<file path="src/design/video_pkg.sv">
// Shared definitions for the 640x480 at 60 Hz video output path.
// The raster geometry is fixed here; no other resolution is supported.
// Both syncs are active low, and blanking is active high.

package video_pkg;

  // Horizontal timing in pixel clocks, in raster order
  localparam int unsigned H_ACTIVE = 640;
  localparam int unsigned H_FRONT  = 16;
  localparam int unsigned H_SYNC   = 96;
  localparam int unsigned H_BACK   = 48;
  localparam int unsigned H_TOTAL  = H_ACTIVE + H_FRONT + H_SYNC + H_BACK;

  // Vertical timing in lines
  localparam int unsigned V_ACTIVE = 480;
  localparam int unsigned V_FRONT  = 10;
  localparam int unsigned V_SYNC   = 2;
  localparam int unsigned V_BACK   = 33;
  localparam int unsigned V_TOTAL  = V_ACTIVE + V_FRONT + V_SYNC + V_BACK;

  // Sync pulse windows, first position inside and first position past the pulse
  localparam int unsigned H_SYNC_START = H_ACTIVE + H_FRONT;
  localparam int unsigned H_SYNC_END   = H_SYNC_START + H_SYNC;
  localparam int unsigned V_SYNC_START = V_ACTIVE + V_FRONT;
  localparam int unsigned V_SYNC_END   = V_SYNC_START + V_SYNC;

  // Counter width, wide enough for H_TOTAL-1 and V_TOTAL-1
  localparam int unsigned COORD_W = 10;

  // Width of one colour bar, eight bars across the active line
  localparam int unsigned BAR_W = H_ACTIVE / 8;

  // Wishbone widths and register decode
  localparam int unsigned WB_ADR_W    = 4;
  localparam int unsigned WB_DAT_W    = 32;
  localparam int unsigned REG_SEL_W   = 3;
  localparam int unsigned FRAME_CNT_W = 16;

  localparam logic [REG_SEL_W-1:0] REG_CTRL   = 3'd0;
  localparam logic [REG_SEL_W-1:0] REG_COLOR  = 3'd1;
  localparam logic [REG_SEL_W-1:0] REG_FRAMES = 3'd2;

  typedef enum logic [1:0] {
    PAT_SOLID    = 2'd0,
    PAT_BARS     = 2'd1,
    PAT_CHECKER  = 2'd2,
    PAT_GRADIENT = 2'd3
  } pattern_e;

  typedef struct packed {
    logic [7:0] red;
    logic [7:0] green;
    logic [7:0] blue;
  } rgb_t;

  typedef struct packed {
    logic hsync_n;
    logic vsync_n;
    logic hblank;
    logic vblank;
  } raster_t;

  // Raster state while the output is disabled or in reset
  localparam raster_t RASTER_IDLE = '{hsync_n: 1'b1, vsync_n: 1'b1, hblank: 1'b1, vblank: 1'b1};

  typedef struct packed {
    raster_t            raster;
    logic               active;
    logic               first;
    logic [COORD_W-1:0] col;
    logic [COORD_W-1:0] row;
  } pix_pos_t;

  typedef struct packed {
    logic     enable;
    pattern_e pattern;
    rgb_t     color;
  } video_cfg_t;

endpackage

</file>
<file path="src/design/blank_to_count.sv">
// Derives active column and row from the incoming blanking flags.
// Line and frame starts come from falling blank edges, so the source must
// assert both blanks before the first active pixel of every frame.
// Col and row read zero outside the active area.

`timescale 1ns/1ps

module blank_to_count (
  input  logic                i_Clk,
  input  logic                i_arst_n,
  input  video_pkg::raster_t  i_raster,
  output video_pkg::pix_pos_t o_pos
);

  import video_pkg::*;

  logic [COORD_W-1:0] col_q;
  logic [COORD_W-1:0] row_q;
  logic [COORD_W-1:0] col_cur;
  logic [COORD_W-1:0] row_cur;
  logic               active_cur;
  logic               line_start;
  logic               frame_start;
  logic               col_last;
  logic               row_last;

  assign active_cur = ~i_raster.hblank & ~i_raster.vblank;

  // The registered raster in o_pos doubles as the delayed copy for edge detection
  assign line_start  = o_pos.raster.hblank & ~i_raster.hblank;
  assign frame_start = o_pos.raster.vblank & ~i_raster.vblank;

  // Position of the pixel arriving now, with edges overriding the stored counts
  assign col_cur = line_start  ? '0 : col_q;
  assign row_cur = frame_start ? '0 : row_q;

  assign col_last = (col_cur == COORD_W'(H_ACTIVE - 1));
  assign row_last = (row_cur == COORD_W'(V_ACTIVE - 1));

  // col_q holds the next column, row_q the row of the current or next line
  always_ff @(posedge i_Clk or negedge i_arst_n)
  begin
    if (!i_arst_n)
    begin
      col_q <= '0;
      row_q <= '0;
    end
    else if (active_cur)
    begin
      if (col_last)
      begin
        col_q <= '0;
        // Row steps at the end of the line and wraps after the last line
        if (row_last)
          row_q <= '0;
        else
          row_q <= row_cur + 1'b1;
      end
      else
      begin
        col_q <= col_cur + 1'b1;
        row_q <= row_cur;
      end
    end
  end

  // One register stage keeps the position aligned with the delayed syncs
  always_ff @(posedge i_Clk or negedge i_arst_n)
  begin
    if (!i_arst_n)
    begin
      o_pos <= '{raster: RASTER_IDLE, active: 1'b0, first: 1'b0, col: '0, row: '0};
    end
    else
    begin
      o_pos.raster <= i_raster;
      o_pos.active <= active_cur;
      // Both blanks fall together at position zero, which is the first pixel
      o_pos.first  <= frame_start & active_cur;
      o_pos.col    <= active_cur ? col_cur : '0;
      o_pos.row    <= active_cur ? row_cur : '0;
    end
  end

endmodule

</file>
<file path="src/design/pattern_gen.sv">
// Turns an active position into an RGB pixel for the selected test pattern.
// Pattern and colour are sampled at the first pixel of a frame, so changes
// made mid-frame appear from the next frame on.
// Pixel, de and syncs are registered together, one clock after the position.

`timescale 1ns/1ps

module pattern_gen (
  input  logic                  i_Clk,
  input  logic                  i_arst_n,
  input  video_pkg::video_cfg_t i_cfg,
  input  video_pkg::pix_pos_t   i_pos,
  output logic                  o_hsync_n,
  output logic                  o_vsync_n,
  output logic                  o_de,
  output video_pkg::rgb_t       o_rgb
);

  import video_pkg::*;

  pattern_e pat_q;
  rgb_t     color_q;
  pattern_e pat_cur;
  rgb_t     color_cur;
  logic [2:0] bar;
  rgb_t     pix;

  // The first pixel uses the live setting, later pixels the frame copy
  assign pat_cur   = i_pos.first ? i_cfg.pattern : pat_q;
  assign color_cur = i_pos.first ? i_cfg.color   : color_q;

  // Bar index 0 to 7 across the active line
  assign bar = 3'(i_pos.col / COORD_W'(BAR_W));

  always_ff @(posedge i_Clk or negedge i_arst_n)
  begin
    if (!i_arst_n)
    begin
      pat_q   <= PAT_SOLID;
      color_q <= '0;
    end
    else if (i_pos.first)
    begin
      pat_q   <= i_cfg.pattern;
      color_q <= i_cfg.color;
    end
  end

  always_comb
  begin
    pix = '0;
    case (pat_cur)
      PAT_SOLID:
        pix = color_cur;
      PAT_BARS:
      begin
        // White, yellow, cyan, green, magenta, red, blue, black
        // Red drops on bit 1, green on bit 2, blue on bit 0 of the index
        pix.red   = {8{~bar[1]}};
        pix.green = {8{~bar[2]}};
        pix.blue  = {8{~bar[0]}};
      end
      PAT_CHECKER:
      begin
        // 32 pixel squares, white where the column and row squares differ
        if (i_pos.col[5] ^ i_pos.row[5])
          pix = '{red: 8'hff, green: 8'hff, blue: 8'hff};
      end
      PAT_GRADIENT:
      begin
        pix.red   = i_pos.col[7:0];
        pix.green = i_pos.row[7:0];
      end
      default:
        pix = '0;
    endcase
  end

  always_ff @(posedge i_Clk or negedge i_arst_n)
  begin
    if (!i_arst_n)
    begin
      o_hsync_n <= 1'b1;
      o_vsync_n <= 1'b1;
      o_de      <= 1'b0;
      o_rgb     <= '0;
    end
    else
    begin
      o_hsync_n <= i_pos.raster.hsync_n;
      o_vsync_n <= i_pos.raster.vsync_n;
      o_de      <= i_pos.active;
      // Blanked pixels are black
      o_rgb     <= i_pos.active ? pix : '0;
    end
  end

endmodule

</file>
<file path="src/design/vid_timing_gen.sv">
// Free running raster timing for the fixed 640x480 geometry.
// Counters sit at zero while enable is clear; the raster output is then idle.
// The raster output lags the counters by one clock.

`timescale 1ns/1ps

module vid_timing_gen (
  input  logic                  i_Clk,
  input  logic                  i_arst_n,
  input  video_pkg::video_cfg_t i_cfg,
  output video_pkg::raster_t    o_raster,
  output logic                  o_frame_start
);

  import video_pkg::*;

  logic [COORD_W-1:0] h_cnt;
  logic [COORD_W-1:0] v_cnt;
  logic               h_last;
  logic               v_last;
  raster_t            raster_next;

  // Last pixel of a line and last line of a frame
  assign h_last = (h_cnt == COORD_W'(H_TOTAL - 1));
  assign v_last = (v_cnt == COORD_W'(V_TOTAL - 1));

  // Position zero is the first active pixel, so a frame begins when both are zero
  assign o_frame_start = i_cfg.enable && (h_cnt == '0) && (v_cnt == '0);

  // The horizontal counter wraps into the vertical one
  always_ff @(posedge i_Clk or negedge i_arst_n)
  begin
    if (!i_arst_n)
    begin
      h_cnt <= '0;
      v_cnt <= '0;
    end
    else if (!i_cfg.enable)
    begin
      // Parked at zero so that enabling starts a clean frame
      h_cnt <= '0;
      v_cnt <= '0;
    end
    else
    begin
      if (h_last)
      begin
        h_cnt <= '0;
        if (v_last)
          v_cnt <= '0;
        else
          v_cnt <= v_cnt + 1'b1;
      end
      else
      begin
        h_cnt <= h_cnt + 1'b1;
      end
    end
  end

  // Each line and frame runs active, front porch, sync pulse, then back porch
  always_comb
  begin
    raster_next.hblank  = (h_cnt >= COORD_W'(H_ACTIVE));
    raster_next.vblank  = (v_cnt >= COORD_W'(V_ACTIVE));
    raster_next.hsync_n = !((h_cnt >= COORD_W'(H_SYNC_START)) &&
                            (h_cnt <  COORD_W'(H_SYNC_END)));
    raster_next.vsync_n = !((v_cnt >= COORD_W'(V_SYNC_START)) &&
                            (v_cnt <  COORD_W'(V_SYNC_END)));
  end

  // Registered flags, forced idle the cycle after enable drops
  always_ff @(posedge i_Clk or negedge i_arst_n)
  begin
    if (!i_arst_n)
      o_raster <= RASTER_IDLE;
    else if (!i_cfg.enable)
      o_raster <= RASTER_IDLE;
    else
      o_raster <= raster_next;
  end

endmodule

</file>
<file path="src/design/video_top.sv">
// Video output top level: register block plus a three stage pixel pipeline.
// Sync, de and pixel leave aligned, three clocks after the raster counters.
// Bus and video run on the single clock i_Clk.

`timescale 1ns/1ps

module video_top (
  input  logic                           i_Clk,
  input  logic                           i_arst_n,
  input  logic                           i_wb_cyc,
  input  logic                           i_wb_stb,
  input  logic                           i_wb_we,
  input  logic [video_pkg::WB_ADR_W-1:0] i_wb_adr,
  input  logic [video_pkg::WB_DAT_W-1:0] i_wb_dat,
  output logic [video_pkg::WB_DAT_W-1:0] o_wb_dat,
  output logic                           o_wb_ack,
  output logic                           o_hsync_n,
  output logic                           o_vsync_n,
  output logic                           o_de,
  output video_pkg::rgb_t                o_rgb
);

  import video_pkg::*;

  video_cfg_t cfg;
  raster_t    raster;
  pix_pos_t   pos;
  logic       frame_start;

  // Host registers, fed back the frame start pulse for the frame counter
  wb_ctrl_regs regs_i (
    .i_Clk         (i_Clk),
    .i_arst_n      (i_arst_n),
    .i_wb_cyc      (i_wb_cyc),
    .i_wb_stb      (i_wb_stb),
    .i_wb_we       (i_wb_we),
    .i_wb_adr      (i_wb_adr),
    .i_wb_dat      (i_wb_dat),
    .o_wb_dat      (o_wb_dat),
    .o_wb_ack      (o_wb_ack),
    .i_frame_start (frame_start),
    .o_cfg         (cfg)
  );

  // Stage 1, counters to sync and blank flags
  vid_timing_gen timing_i (
    .i_Clk         (i_Clk),
    .i_arst_n      (i_arst_n),
    .i_cfg         (cfg),
    .o_raster      (raster),
    .o_frame_start (frame_start)
  );

  // Stage 2, blank flags to active position
  blank_to_count count_i (
    .i_Clk    (i_Clk),
    .i_arst_n (i_arst_n),
    .i_raster (raster),
    .o_pos    (pos)
  );

  // Stage 3, position to pixel
  pattern_gen pattern_i (
    .i_Clk     (i_Clk),
    .i_arst_n  (i_arst_n),
    .i_cfg     (cfg),
    .i_pos     (pos),
    .o_hsync_n (o_hsync_n),
    .o_vsync_n (o_vsync_n),
    .o_de      (o_de),
    .o_rgb     (o_rgb)
  );

endmodule

</file>
<file path="src/design/wb_ctrl_regs.sv">
// Wishbone classic slave with the control, colour and frame count registers.
// Ack follows a request by one clock and lasts one clock; no wait states.
// Only address bits 2:0 are decoded, so the map repeats above word 7.
// Shares i_Clk with the video path; there is no clock crossing.

`timescale 1ns/1ps

module wb_ctrl_regs (
  input  logic                           i_Clk,
  input  logic                           i_arst_n,
  input  logic                           i_wb_cyc,
  input  logic                           i_wb_stb,
  input  logic                           i_wb_we,
  input  logic [video_pkg::WB_ADR_W-1:0] i_wb_adr,
  input  logic [video_pkg::WB_DAT_W-1:0] i_wb_dat,
  output logic [video_pkg::WB_DAT_W-1:0] o_wb_dat,
  output logic                           o_wb_ack,
  input  logic                           i_frame_start,
  output video_pkg::video_cfg_t          o_cfg
);

  import video_pkg::*;

  logic                   req;
  logic                   wr;
  logic [REG_SEL_W-1:0]   sel;
  logic [FRAME_CNT_W-1:0] frame_cnt;

  // A new request is one not already being acknowledged
  assign req = i_wb_cyc & i_wb_stb & ~o_wb_ack;
  assign wr  = req & i_wb_we;
  assign sel = i_wb_adr[REG_SEL_W-1:0];

  always_ff @(posedge i_Clk or negedge i_arst_n)
  begin
    if (!i_arst_n)
      o_wb_ack <= 1'b0;
    else
      o_wb_ack <= req;
  end

  // Writes land on the same edge that raises ack
  always_ff @(posedge i_Clk or negedge i_arst_n)
  begin
    if (!i_arst_n)
    begin
      o_cfg <= '{enable: 1'b0, pattern: PAT_SOLID, color: '0};
    end
    else if (wr)
    begin
      case (sel)
        REG_CTRL:
        begin
          o_cfg.enable  <= i_wb_dat[0];
          o_cfg.pattern <= pattern_e'(i_wb_dat[2:1]);
        end
        REG_COLOR:
          o_cfg.color <= i_wb_dat[23:0];
        // FRAMES is read only and unmapped words are ignored
        default:
          o_cfg <= o_cfg;
      endcase
    end
  end

  // Counts frame starts and wraps at 16 bits
  always_ff @(posedge i_Clk or negedge i_arst_n)
  begin
    if (!i_arst_n)
      frame_cnt <= '0;
    else if (i_frame_start)
      frame_cnt <= frame_cnt + 1'b1;
  end

  // Read data is only driven during the ack cycle, zero otherwise
  always_comb
  begin
    o_wb_dat = '0;
    if (o_wb_ack && !i_wb_we)
    begin
      case (sel)
        REG_CTRL:   o_wb_dat = WB_DAT_W'({o_cfg.pattern, o_cfg.enable});
        REG_COLOR:  o_wb_dat = WB_DAT_W'(o_cfg.color);
        REG_FRAMES: o_wb_dat = WB_DAT_W'(frame_cnt);
        default:    o_wb_dat = '0;
      endcase
    end
  end

endmodule
</file>
<file path="config.mk">
export PLATFORM = sky130hd
export DESIGN_NAME = video_top
export DESIGN_NICKNAME = d
export VERILOG_FILES = /design/src/design/video_pkg.sv /design/src/design/blank_to_count.sv /design/src/design/pattern_gen.sv /design/src/design/vid_timing_gen.sv /design/src/design/video_top.sv /design/src/design/wb_ctrl_regs.sv
export SDC_FILE = /design/constraint.sdc
export NUM_CORES = 1
export LEC_CHECK = 0
export ABC_CLOCK_PERIOD_IN_PS = 6060
export BUFFER_PORTS_ARGS = -buffer_cell sky130_fd_sc_hd__buf_4
export CORE_MARGIN = 3
export CORE_UTILIZATION = 62
export DETAILED_ROUTE_END_ITERATION = 8
export PLACE_DENSITY = 0.95
export RECOVER_POWER = 50
export SLEW_MARGIN = 10
export SYNTH_ARGS = -nofsm -noshare
export SYNTH_HDL_FRONTEND = slang
export SYNTH_SLANG_ARGS = --single-unit
</file>
<file path="constraint.sdc">
create_clock -name i_Clk -period 6.06 [get_ports i_Clk]
set_clock_uncertainty 0.15 [all_clocks]
set_input_delay 0.606 -clock i_Clk [delete_from_list [all_inputs] [get_ports i_Clk]]
set_output_delay 0.606 -clock i_Clk [all_outputs]
set_load 0.02 [all_outputs]
</file>
==> results.txt, run 1 <==
Least-Margin Pin Slew - 3.27 ns
CP max FO - 102
Hold_buf cts - 0
Most frequent cells after synthesis - dfrtp_1, nor2_1, mux2_2, nand2_1, o21ai_0
Crit path buf inv count - 2
Die H - 117 um
CP endpoint kind - asynchronous set/reset pin
Final Cell Area - 8840 um^2
WHS - 0.130 ns
Fin crit period - 4.09 ns
Critical path startpoint - i_arst_n
Power Dens Cells - 321 nW/um^2
Family with the most delay on the worst path - buffers and inverters
Final Wtd Congestion - 0.895
Top-count cell post-synth - dfrtp_1
Max stage delay on crit path - 2.36 ns
Vias in the first global route - 6,348
Crit path capture - timing_i.h_cnt[2]$_DFF_PN0_
Reg2Reg Launch Point - count_i.o_pos[20]$_DFF_PN0_
Reg2Reg Setup Slack - 2.11 ns
Fin. max-slew vios - 94
Diode count - 0
Mapped Cells - 715
Final net count - 836
CP Class - in -> async
Critical Path RT - 5.71 ns
Hold crit path type - in -> async
Placed Area - 8390 um^2
Critical R2R Capture - pattern_i.o_rgb[14]$_DFF_PN0_
Unique masters post-synth - 69
Final wirelength - 20.4 mm
Worst Slack Setup Final - 1.97 ns
Initial Util - 63.8%
Placed wire-length estimate - 12.2 mm
Crit share post-route - 67.4%
CTS tree - done
Vias - 6,381
Synth-to-Final Area Change - 14.8%
First-pass DRT Iterations - 6
Share of layout cells above drive strength 1 - 18.0%
First-pass GRT wire length - 33.3 mm
Post-cts sizing count - 0
RSZ-0062 raised after global routing - false
Area leader, netlist - dfrtp_1
Flops & latches, synth - 165
Clock slew at reported path FFs - 0.06 ns
Number of max-cap violations - 2
Slowest-stage cell, CP - clkbuf_1
Largest cells by area after synthesis - dfrtp_1, mux2_2, dfstp_2
Status - complete, but fails checks
Port bufs - 83
Final Hold Vio Count - 0
Largest net degree at the start of global routing - 103
TNS Setup - 0 ns
Routed vias/inst - 6.59
Initial antenna violation count - 0
Post-CTS Setup Bufs - 0
Share of the synthesized area in the top cell type - 50.4%
Die area - 13,800 um^2
Levels on crit path - 2
Ys async rst share - 100%
DRC viols - 0
Initial DRC count - 899
Clock sink total - 165
Synthesized area per cell - 10.8 um^2
Core area - 12,100 um^2
Post-route ant nets - 0
Seq/Total Area, Yosys - 53.8%
H-tree Lvls - 4
Mapped Area - 7700 um^2
Crit path launch type - input pin
Crit path DAT - 3.74 ns
Ys Warns - 0
Root Buffer - clkbuf_16
Peak VDD IR - 241 uV
Worst reg-to-reg path cell count - 7
CTS Buffer Depth - 2
Congestion Overflow GR - 0
Static Leak - 4.22 nW
Die X - 117 um
Cts bufs inserted - 17
Boundary Pins - 101
Rel. slew slack - -118%
Worst slack at placement - 2.81 ns
EDFF count, synth - 0
GRT Resource Usage Total - 30.0%
Drt wl/cell - 21.0 um
Top FF cell, synth - dfrtp_1
Cell row count - 40
Clk_lat worst skew - 0.43 ns
Fin util - 73.3%
Max Fclk - 245 MHz
Violated checks - capacitance limit, slew limit
Final setup vio count - 0
Crit-path cells - buf_6, clkbuf_1
-- sequential cells by signal, indices dropped and copies added (netlist names) --
| register | cells |
|---|---|
| timing_i.h_cnt | 10 |
| regs_i.frame_cnt | 16 |
| timing_i.v_cnt | 10 |
| count_i.o_pos | 24 |
| regs_i.o_cfg | 27 |
| pattern_i.o_rgb | 24 |
| pattern_i.pat_q | 2 |
| count_i.col_q | 10 |
| pattern_i.o_hsync_n | 1 |
| pattern_i.o_vsync_n | 1 |
| regs_i.o_wb_ack | 1 |
| pattern_i.o_de | 1 |
| timing_i.o_raster | 4 |
| pattern_i.color_q | 24 |
| count_i.row_q | 10 |
-- routing by layer --
metal / part of all wire, % / GRT usage (%) / vias up
li1: - / - / 2706
met1: 37 / 35.6 / 3094
met2: 51 / 52.1 / 490
met3: 8.0 / 6.87 / 91
met4: 3.8 / 14.0 / 0
met5: 0 / 0 / -
-- how the worst min path moves through the flow --
stage | startpoint | endpoint | slack, ns | cells past startpoint
finish | i_arst_n | regs_i.frame_cnt[7]$_DFFE_PN0P_ | 0.13 | 1
global route | count_i.o_pos[24]$_DFF_PN1_ | pattern_i.o_vsync_n$_DFF_PN1_ | 0.21 | 0
CTS | i_arst_n | regs_i.frame_cnt[8]$_DFFE_PN0P_ | 0.18 | 1
detailed placement | count_i.o_pos[24]$_DFF_PN1_ | pattern_i.o_vsync_n$_DFF_PN1_ | 0.20 | 0
global placement | count_i.o_pos[24]$_DFF_PN1_ | pattern_i.o_vsync_n$_DFF_PN1_ | 0.20 | 0
floorplan | i_arst_n | count_i.col_q[0]$_DFFE_PN0P_ | 0.16 | 0
-- power by group --
part	switching, mW	internal (mW)
registers	0.105	1.23
clock network	0.421	0.611
logic	0.305	0.167
-- stage by stage --
stage / power (mW) / instances
CTS: 2.85 / 968
floorplan: 1.64 / 722
global route: 2.94 / 969
finish: 2.84 / 969
global placement: 1.76 / 936
detailed placement: 1.80 / 936
-- logic make-up (layout without fill, tap and decap cells) --
family | count (synthesis) | count (layout) | share of synthesized area, %
AND/OR/NAND/NOR | 261 | 261 | 18.1
flip-flops | 165 | 165 | 53.8
AO/OA/AOI/OAI | 132 | 132 | 11.4
buffers and inverters | 63 | 142 | 3.72
multiplexers | 60 | 60 | 8.82
XOR/XNOR | 26 | 26 | 2.96
adder cells (fa/ha/maj) | 7 | 7 | 1.14
other | 1 | 8 | 0.0487
-- placed cells by master, fill, tap and decap left out, types with 4 or more instances in the layout --
cell and n:
dfrtp_1 155, nor2_1 70, buf_4 54, nand2_1 46
o21ai_0 42, and3_1 34, clkbuf_1 34, mux2_2 30
nand3_1 29, mux2_1 23, inv_1 20, xor2_1 17
clkbuf_16 17, nand4_1 14, nor3_1 14, a21oi_1 14
a22oi_1 14, a31oi_1 12, xnor2_1 9, a21o_1 9
conb_1 8, dfstp_2 8, mux2i_1 7, ha_1 7
clkinv_2 7, or3_1 6, a32oi_1 6, and2_1 5
nor2b_1 5, nand2b_1 4, nor3_2 4, nor4_1 4
a22o_1 4, or4_1 4, o31ai_1 4
-- layout make-up --
class / instances / area, um^2
multi-input cells: 494 / 3300
clock buffers: 21 / 450
inverters: 23 / 86.3
flip-flops and latches: 165 / 4140
clock inverters: 11 / 110
repair buffers: 87 / 548
fillers: 662 / 3220
well taps: 168 / 210
(Power assumes the default switching activity.)
==> run 2, diff against run 1 <==
--- a/config.mk
+++ b/config.mk
@@ -5,12 +5,13 @@
 export SDC_FILE = /design/constraint.sdc
 export NUM_CORES = 1
 export LEC_CHECK = 0
-export ABC_CLOCK_PERIOD_IN_PS = 6060
+export ABC_AREA = 1
+export ABC_CLOCK_PERIOD_IN_PS = 4200
 export BUFFER_PORTS_ARGS = -buffer_cell sky130_fd_sc_hd__buf_4
 export CORE_MARGIN = 3
-export CORE_UTILIZATION = 62
+export CORE_UTILIZATION = 58
 export DETAILED_ROUTE_END_ITERATION = 8
-export PLACE_DENSITY = 0.95
+export PLACE_DENSITY = 0.92
 export RECOVER_POWER = 50
 export SLEW_MARGIN = 10
 export SYNTH_ARGS = -nofsm -noshare
==> constraint.sdc (replaced) <==
create_clock -name i_Clk -period 4.2 [get_ports i_Clk]
set_clock_uncertainty 0.15 [all_clocks]
set_input_delay 0.42 -clock i_Clk [delete_from_list [all_inputs] [get_ports i_Clk]]
set_output_delay 0.42 -clock i_Clk [all_outputs]
set_load 0.02 [all_outputs]
==> run 2 against run 1 <==
  * The flow still finishes with violations (capacitance limit, slew limit)
  * Global-route usage fell by 2.6 points
  * Die area rose by 12%
  * Final cell count rose by 32%
  * Synthesized cell count rose by 42%
  * Synthesized area rose by 5.5%
  * Largest power group unchanged
  * Highest routed layer unchanged
==> results.txt, run 2 <==
Status - complete, but fails checks
Violated checks - capacitance limit, slew limit
CTS tree - done
Top FF cell, synth - dfrtp_1
Boundary Pins - 101 (unchanged)
Vias - 7,440 (+17%)
Filler cells - 982 (+48%)
Unique masters post-synth - 41 (-41%)
EDFF count, synth - 0 (unchanged)
Synth-to-Final Area Change - 14.1%
Family with the most delay on the worst path - simple AND/OR/NAND/NOR gates
Drt wl/cell - 16.3 um (-23%)
Clock sink total - 165 (unchanged)
Hold_buf cts - 1 (+1)
CP endpoint kind - flip-flop
Ys async rst share - 100% (unchanged)
GRT Resource Usage Total - 27.4% (-2.6 points)
DRC viols - 0 (unchanged)
Critical Path RT - 4.37 ns (-1.34 ns)
Crit path DAT - 3.34 ns (-0.40 ns)
Post-CTS Setup Bufs - 0 (unchanged)
First-pass GRT wire length - 34.7 mm (+4.3%)
CTS Buffer Depth - 2 (unchanged)
Max stage delay on crit path - 0.54 ns (-1.82 ns)
Area leader, netlist - dfrtp_1
DP Cell Count - 1,245 (+33%)
Placed Area - 8820 um^2 (+5.1%)
Fin util - 68.9% (-4.4 points)
Global route hottest layer - met2
Final net count - 1,137 (+36%)
Largest cells by area after synthesis - dfrtp_1, nand2_1, inv_1
Peak VDD IR - 358 uV (+49%)
Final Hold Vio Count - 0 (unchanged)
Mux cell area share after synthesis - 0% (-8.8 points)
Crit-path cells - inv_1, nand2_1, inv_1, nor2_1, ha_1, nand2_1, nor2_1, nand3_1, nand3_1, o21ai_0, nand2_1, nand2_1
Clock power frac - 30.1% (-6.2 points)
Fin. max-slew vios - 126 (+34%)
Sw Share - 37.1% (+7.8 points)
Net Sw Power - 1.85 mW (+120%)
TNS Setup - 0 ns (unchanged)
Power Dens Cells - 538 nW/um^2 (+68%)
Die area - 15,500 um^2 (+12%)
H-tree Lvls - 4 (unchanged)
Internal - 3.14 mW (+56%)
Crit path buf inv count - 2 (unchanged)
Post-route ant nets - 0 (unchanged)
Ys Warns - 0 (unchanged)
Met2 global-route usage - 44.4% (-7.7 points)
Routed vias/inst - 5.82 (-12%)
Top-count cell post-synth - nand2_1
Crit path launch type - flip-flop
Max Fclk - 315 MHz
Post-cts sizing count - 0 (unchanged)
Final setup vio count - 0 (unchanged)
CP Class - reg -> reg
Reg power frac - 42.9% (-4.2 points)
Cell row count - 42 (+5.0%)
Clk_lat worst skew - 0.44 ns (about the same)
Initial DRC count - 832 (-7.5%)
Met1 Resource Use GR - 34.4% (-1.2 points)
Largest net degree at the start of global routing - 90 (-13%)
Mapped Cells - 1,016 (+42%)
Met3 Use GR - 6.35% (-0.53 points)
First-pass DRT Iterations - 6 (unchanged)
Flip-flop count of the largest register after layout - 27 (unchanged)
Slowest-stage cell, CP - dfstp_1
Most common cell after layout, fill and taps aside - nand2_1
Commonest cells after routing, fill and taps aside - nand2_1, dfrtp_1, inv_1
Initial Util - 60.4% (-3.5 points)
Final Cell Area - 9270 um^2 (+4.8%)
Synth Area in Compound Gates - 11.7% (+0.27 points)
Rel. slew slack - -27.2% (+91 points)
Share of the synthesized area in the top cell type - 47.8% (-2.6 points)
Most used cell, CP - nand2_1
Static Leak - 4.51 nW (+6.9%)
XOR/XNOR share of the synthesized area - 2.48% (-0.48 points)
Most frequent cells after synthesis - nand2_1, dfrtp_1, inv_1, nor2_1, o21ai_0
Die X - 124 um (+5.9%)
Cts bufs inserted - 17 (unchanged)
Fin crit period - 3.17 ns
Simple-gate share of the synthesized area - 25.2% (+7.1 points)
Crit share post-route - 75.5%
Share of layout cells above drive strength 1 - 10.5% (-7.5 points)
Adder-Cell Fraction of Synth Area - 1.08% (-0.059 points)
Vias in the first global route - 7,121 (+12%)
WHS - 0.0413 ns (-0.0892 ns)
RSZ-0062 raised after global routing - false
Clock slew at reported path FFs - 0.07 ns (about the same)
Comb pwr share - 26.9% (+10 points)
Number of max-cap violations - 2 (unchanged)
Largest family of logic cells by synthesized area - simple AND/OR/NAND/NOR gates
Congestion Overflow GR - 0 (unchanged)
Flops & latches, synth - 165 (unchanged)
Placed wire-length estimate - 13.6 mm (+11%)
Diode count - 0 (unchanged)
Hold crit path type - in -> reg
Reg with most FFs - regs_i.o_cfg
Mapped Area - 8120 um^2 (+5.5%)
Synthesized area per cell - 7.99 um^2 (-26%)
Least-Margin Pin Slew - 1.91 ns (-1.36 ns)
Port bufs - 83 (unchanged)
CP max FO - 18 (-82%)
Root Buffer - clkbuf_16
Seq/Total Area, Yosys - 51.0% (-2.8 points)
Core area - 13,500 um^2 (+12%)
Final wirelength - 20.8 mm (+2.2%)
Final Non-Filler Cells - 1,278 (+32%)
Die H - 124 um (+5.9%)
Initial antenna violation count - 0 (unchanged)
Final Wtd Congestion - 0.903 (+0.82%)
-- run 2: power groups by stage --
stage	sequential, mW	combinational [mW]	clock (mW)
after global placement	2.14	1.30	0
after CTS	2.14	1.41	1.51
after floorplan	2.19	0.861	0
after detailed placement	2.16	1.35	0
after global routing	2.18	1.47	1.58
final	2.14	1.34	1.50
-- run 2: area by class of cell --
| class | instances | area [um^2] | area share [%] |
|---|---|---|---|
| sequential | 165 | 4140 | 44.7 |
| multi-input combinational | 693 | 3300 | 35.6 |
| timing repair buffer | 89 | 568 | 6.13 |
| inverter | 123 | 464 | 5.01 |
| clock buffer | 19 | 453 | 4.89 |
| tap | 176 | 220 | 2.38 |
| clock inverter | 13 | 124 | 1.34 |
-- run 2: final timing paths --
path                                                 from                              end  slack (ns)  depth (start not counted)
max in group asynchronous                        i_arst_n      count_i.o_pos[23]$_DFF_PN1_        1.72                          3
min in group asynchronous                        i_arst_n  regs_i.frame_cnt[9]$_DFFE_PN0P_        0.91                          2
min                                          i_wb_dat[18]     regs_i.o_cfg[18]$_DFFE_PN0P_        0.04                          3
max reg2reg                timing_i.o_raster[0]$_DFF_PN1_     count_i.row_q[0]$_DFFE_PN0P_        1.03                         12
min reg2reg                timing_i.o_raster[2]$_DFF_PN1_      count_i.o_pos[24]$_DFF_PN1_        0.21                          0
max                        timing_i.o_raster[0]$_DFF_PN1_     count_i.row_q[0]$_DFFE_PN0P_        1.03                         12
-- run 2: worst min-delay path: stages --
cell and delay, ns:
buf_4 0.08, nand2_1 0.04, o21ai_0 0.05
-- run 2: metal layers --
metal  wire length (um)  vias up
met3               1670       81
met1               8170     3549
met4                907        0
met5                  0        -
li1                   -     3394
met2              10100      416
-- run 2: cells by family (layout without fill, tap and decap cells) --
family	count (synthesis)	after routing
other	1	8
adders and majority gates	7	7
buffers and inverters	165	244
DFF	165	165
xor gates and xnor gates	23	23
AOI/OAI and AO/OA	179	179
and+or+nand+nor	476	476
-- run 2: metrics by stage --
step | total power [mW] | worst slack [ns]
floorplan | 3.05 | 1.95
detailed placement | 3.51 | 1.38
global placement | 3.44 | 1.48
finish | 4.99 | 1.03
CTS | 5.06 | 1.36
global route | 5.23 | 0.774
==> run 3, diff against run 2 <==
--- a/config.mk
+++ b/config.mk
@@ -5,8 +5,8 @@
 export SDC_FILE = /design/constraint.sdc
 export NUM_CORES = 1
 export LEC_CHECK = 0
-export ABC_AREA = 1
-export ABC_CLOCK_PERIOD_IN_PS = 4200
+export ABC_AREA = 0
+export ABC_CLOCK_PERIOD_IN_PS = 3200
 export BUFFER_PORTS_ARGS = -buffer_cell sky130_fd_sc_hd__buf_4
 export CORE_MARGIN = 3
 export CORE_UTILIZATION = 58
==> constraint.sdc (replaced) <==
create_clock -name i_Clk -period 3.2 [get_ports i_Clk]
set_clock_uncertainty 0.15 [all_clocks]
set_input_delay 0.32 -clock i_Clk [delete_from_list [all_inputs] [get_ports i_Clk]]
set_output_delay 0.32 -clock i_Clk [all_outputs]
set_load 0.02 [all_outputs]
==> run 3 against run 2 <==
  * The run still ends with capacitance limit, slew limit left
  * Clock power rose by 53%
  * Core utilization increased by 3.5 points
  * Flip-flop and latch count unchanged
  * Count of clock-buffer cells in the layout increased by 4
  * Combinational power is 27% lower
  * Final area up 0.11%
  * Critical endpoint is now count_i.row_q[4]$_DFFE_PN0P_
  * Largest cell class unchanged
==> results.txt, run 3 (synthesis results as in run 1) <==
Vias in the first global route - 6,725 (-5.6%)
Crit path launch type - flip-flop
Reg power frac - 43.9% (+1.0 points)
Hold_sp - i_wb_cyc
Clock slew at reported path FFs - 0.06 ns (about the same)
Power Dens Cells - 627 nW/um^2 (+16%)
Die X - 121 um (-2.5%)
Peak VDD IR - 469 uV (+31%)
Internal - 4.15 mW (+32%)
Initial antenna violation count - 0 (unchanged)
Final wirelength - 22.9 mm (+9.8%)
Flip-flop count of the largest register after layout - 27 (unchanged)
Family with the most delay on the worst path - simple AND/OR/NAND/NOR gates
Final Non-Filler Cells - 1,008 (-21%)
Final Hold Vio Count - 0 (unchanged)
GRT Resource Usage Total - 32.0% (+4.6 points)
Most common cell after layout, fill and taps aside - dfrtp_1
First-pass DRT Iterations - 8 (+2)
Comb pwr share - 16.8% (-10 points)
Worst Slack Setup Final - 0.445 ns (-0.583 ns)
CP max FO - 8 (-10)
Largest net degree at the start of global routing - 75 (-17%)
Rel. slew slack - -21.5% (+5.7 points)
Routed vias/inst - 6.63 (+14%)
CP Class - reg -> reg
Die H - 121 um (-2.5%)
Hold crit path type - in -> reg
CP endpoint kind - flip-flop
Post-cts sizing count - 0 (unchanged)
Sw Share - 28.8% (-8.3 points)
Congestion Overflow GR - 0 (unchanged)
Reg area - 4140 um^2 (unchanged)
Crit-path cells - nand2b_1, and2_1, ha_1, nand3_2, nor3_2, nand2_1, o211a_1, a221o_1
Initial DRC count - 1,075 (+29%)
Crit path buf inv count - 0 (-2)
Share of layout cells above drive strength 1 - 20.3% (+9.8 points)
Commonest cells after routing, fill and taps aside - dfrtp_1, nor2_1, buf_4
Reg with most FFs - regs_i.o_cfg
Cts bufs inserted - 17 (unchanged)
Worst reg-to-reg path cell count - 8 (-4)
Synth-to-Final Area Change - 20.5%
Post-route ant nets - 0 (unchanged)
Hold path cells - 3 (unchanged)
TNS Setup - 0 ns (unchanged)
Final setup vio count - 0 (unchanged)
First-pass GRT wire length - 36.3 mm (+4.8%)
Die area - 14,700 um^2 (-4.9%)
DRC viols - 0 (unchanged)
Net Sw Power - 1.67 mW (-9.5%)
CTS Buffer Depth - 2 (unchanged)
Max stage delay on crit path - 0.59 ns (+0.05 ns)
Core area - 12,800 um^2 (-4.7%)
Fin. max-slew vios - 73 (-42%)
Placed wire-length estimate - 12.0 mm (-12%)
Multi-input gate area - 3310 um^2 (+0.23%)
Final net count - 871 (-23%)
Clk_lat worst skew - 0.43 ns (about the same)
Final Wtd Congestion - 0.915 (+1.4%)
Diode count - 0 (unchanged)
CTS tree - done
Root Buffer - clkbuf_16
Slowest-stage cell, CP - dfstp_1
Number of max-cap violations - 1 (-1)
Clock sink total - 165 (unchanged)
Violated checks - capacitance limit, slew limit
Vias - 6,682 (-10%)
WHS - 0.0516 ns (+0.0103 ns)
Worst slack at placement - 0.600 ns (-0.780 ns)
Least-Margin Pin Slew - 1.82 ns (-0.0858 ns)
Boundary Pins - 101 (unchanged)
Filler cells - 744 (-24%)
Hold endpoint - regs_i.o_wb_ack$_DFF_PN0_
Clock power frac - 39.3% (+9.2 points)
Critical R2R Capture - count_i.row_q[4]$_DFFE_PN0P_
DP Cell Count - 950 (-24%)
Crit share post-route - 86.1% (+11 points)
Drt wl/cell - 22.7 um (+39%)
Crit path DAT - 2.91 ns (-0.43 ns)
Static Leak - 4.41 nW (-2.3%)
RSZ-0062 raised after global routing - false
Port bufs - 83 (unchanged)
Initial Util - 60.0% (-0.33 points)
Fin crit period - 2.76 ns (-0.417 ns)
Reg2Reg Setup Slack - 0.44 ns (-0.58 ns)
H-tree Lvls - 4 (unchanged)
Max Fclk - 363 MHz (+15%)
Status - complete, but fails checks
Cell row count - 41 (-2.4%)
Critical Path RT - 3.36 ns (-1.01 ns)
Reg2Reg Launch Point - timing_i.o_raster[1]$_DFF_PN1_
## run 3: changes by cell type in the layout (fill, tap and decap cells not counted), sizes merged, moves of 13 or more
cell,delta
nor2,-36
o21ai,-45
nand3,-36
mux2,+53
a21oi,-63
and3,+33
inv,-105
nand2,-208
a22oi,+13
dlygate4sd3,+25
## run 3: metrics by stage
stage	util (%)	area, um^2	total power [mW]
after floorplan	-	7730	3.11
after global placement	66.2	8490	3.36
after detailed placement	66.2	8490	3.42
after CTS	73.3	9400	5.75
after global routing	72.4	9280	5.98
final	72.4	9280	5.82
## run 3: timing repair
action | 4_1_cts | 5_1_grt
setup endpoints to repair | 0 | 0
buffers inserted | 0 | 0
endpoints found under the hold margin | 90 | 0
hold buffers | 26 | 0
## run 3: worst min-delay path: stages
cell,delay (ns)
buf_4,0.11
nand2_1,0.06
nor2_1,0.08
## run 3: worst max-delay path by stage
stage | startpoint | end | slack (ns) | cells past startpoint
final | timing_i.o_raster[1]$_DFF_PN1_ | count_i.row_q[4]$_DFFE_PN0P_ | 0.44 | 8
after global routing | timing_i.o_raster[1]$_DFF_PN1_ | count_i.row_q[4]$_DFFE_PN0P_ | 0.37 | 8
after CTS | timing_i.o_raster[1]$_DFF_PN1_ | count_i.row_q[4]$_DFFE_PN0P_ | 0.53 | 8
after detailed placement | timing_i.o_raster[1]$_DFF_PN1_ | count_i.row_q[4]$_DFFE_PN0P_ | 0.60 | 8
after global placement | timing_i.o_raster[1]$_DFF_PN1_ | count_i.row_q[4]$_DFFE_PN0P_ | 0.65 | 8
after floorplan | timing_i.o_raster[1]$_DFF_PN1_ | count_i.row_q[4]$_DFFE_PN0P_ | 0.58 | 9
## run 3: final cells by class
class	count	area share, %
Multi-Input combinational cell	494	35.6
Tap cell	172	2.32
Inverter	23	0.930
Sequential cell	165	44.6
Clock inverter	9	1.86
Clock buffer	23	5.15
Timing Repair Buffer	122	9.48
## run 3: power groups by stage
stage / combinational [mW] / sequential, mW / clock [mW]
finish: 0.975 / 2.55 / 2.29
global route: 1.03 / 2.57 / 2.38
CTS: 0.943 / 2.53 / 2.27
detailed placement: 0.869 / 2.55 / 0
global placement: 0.832 / 2.53 / 0
floorplan: 0.605 / 2.50 / 0
## run 3: routing by layer
metal / track usage, % / wire length, um
met5: 0 / 0
met4: 16.7 / 1230
met3: 9.00 / 2160
met2: 53.1 / 11100
met1: 38.0 / 8340
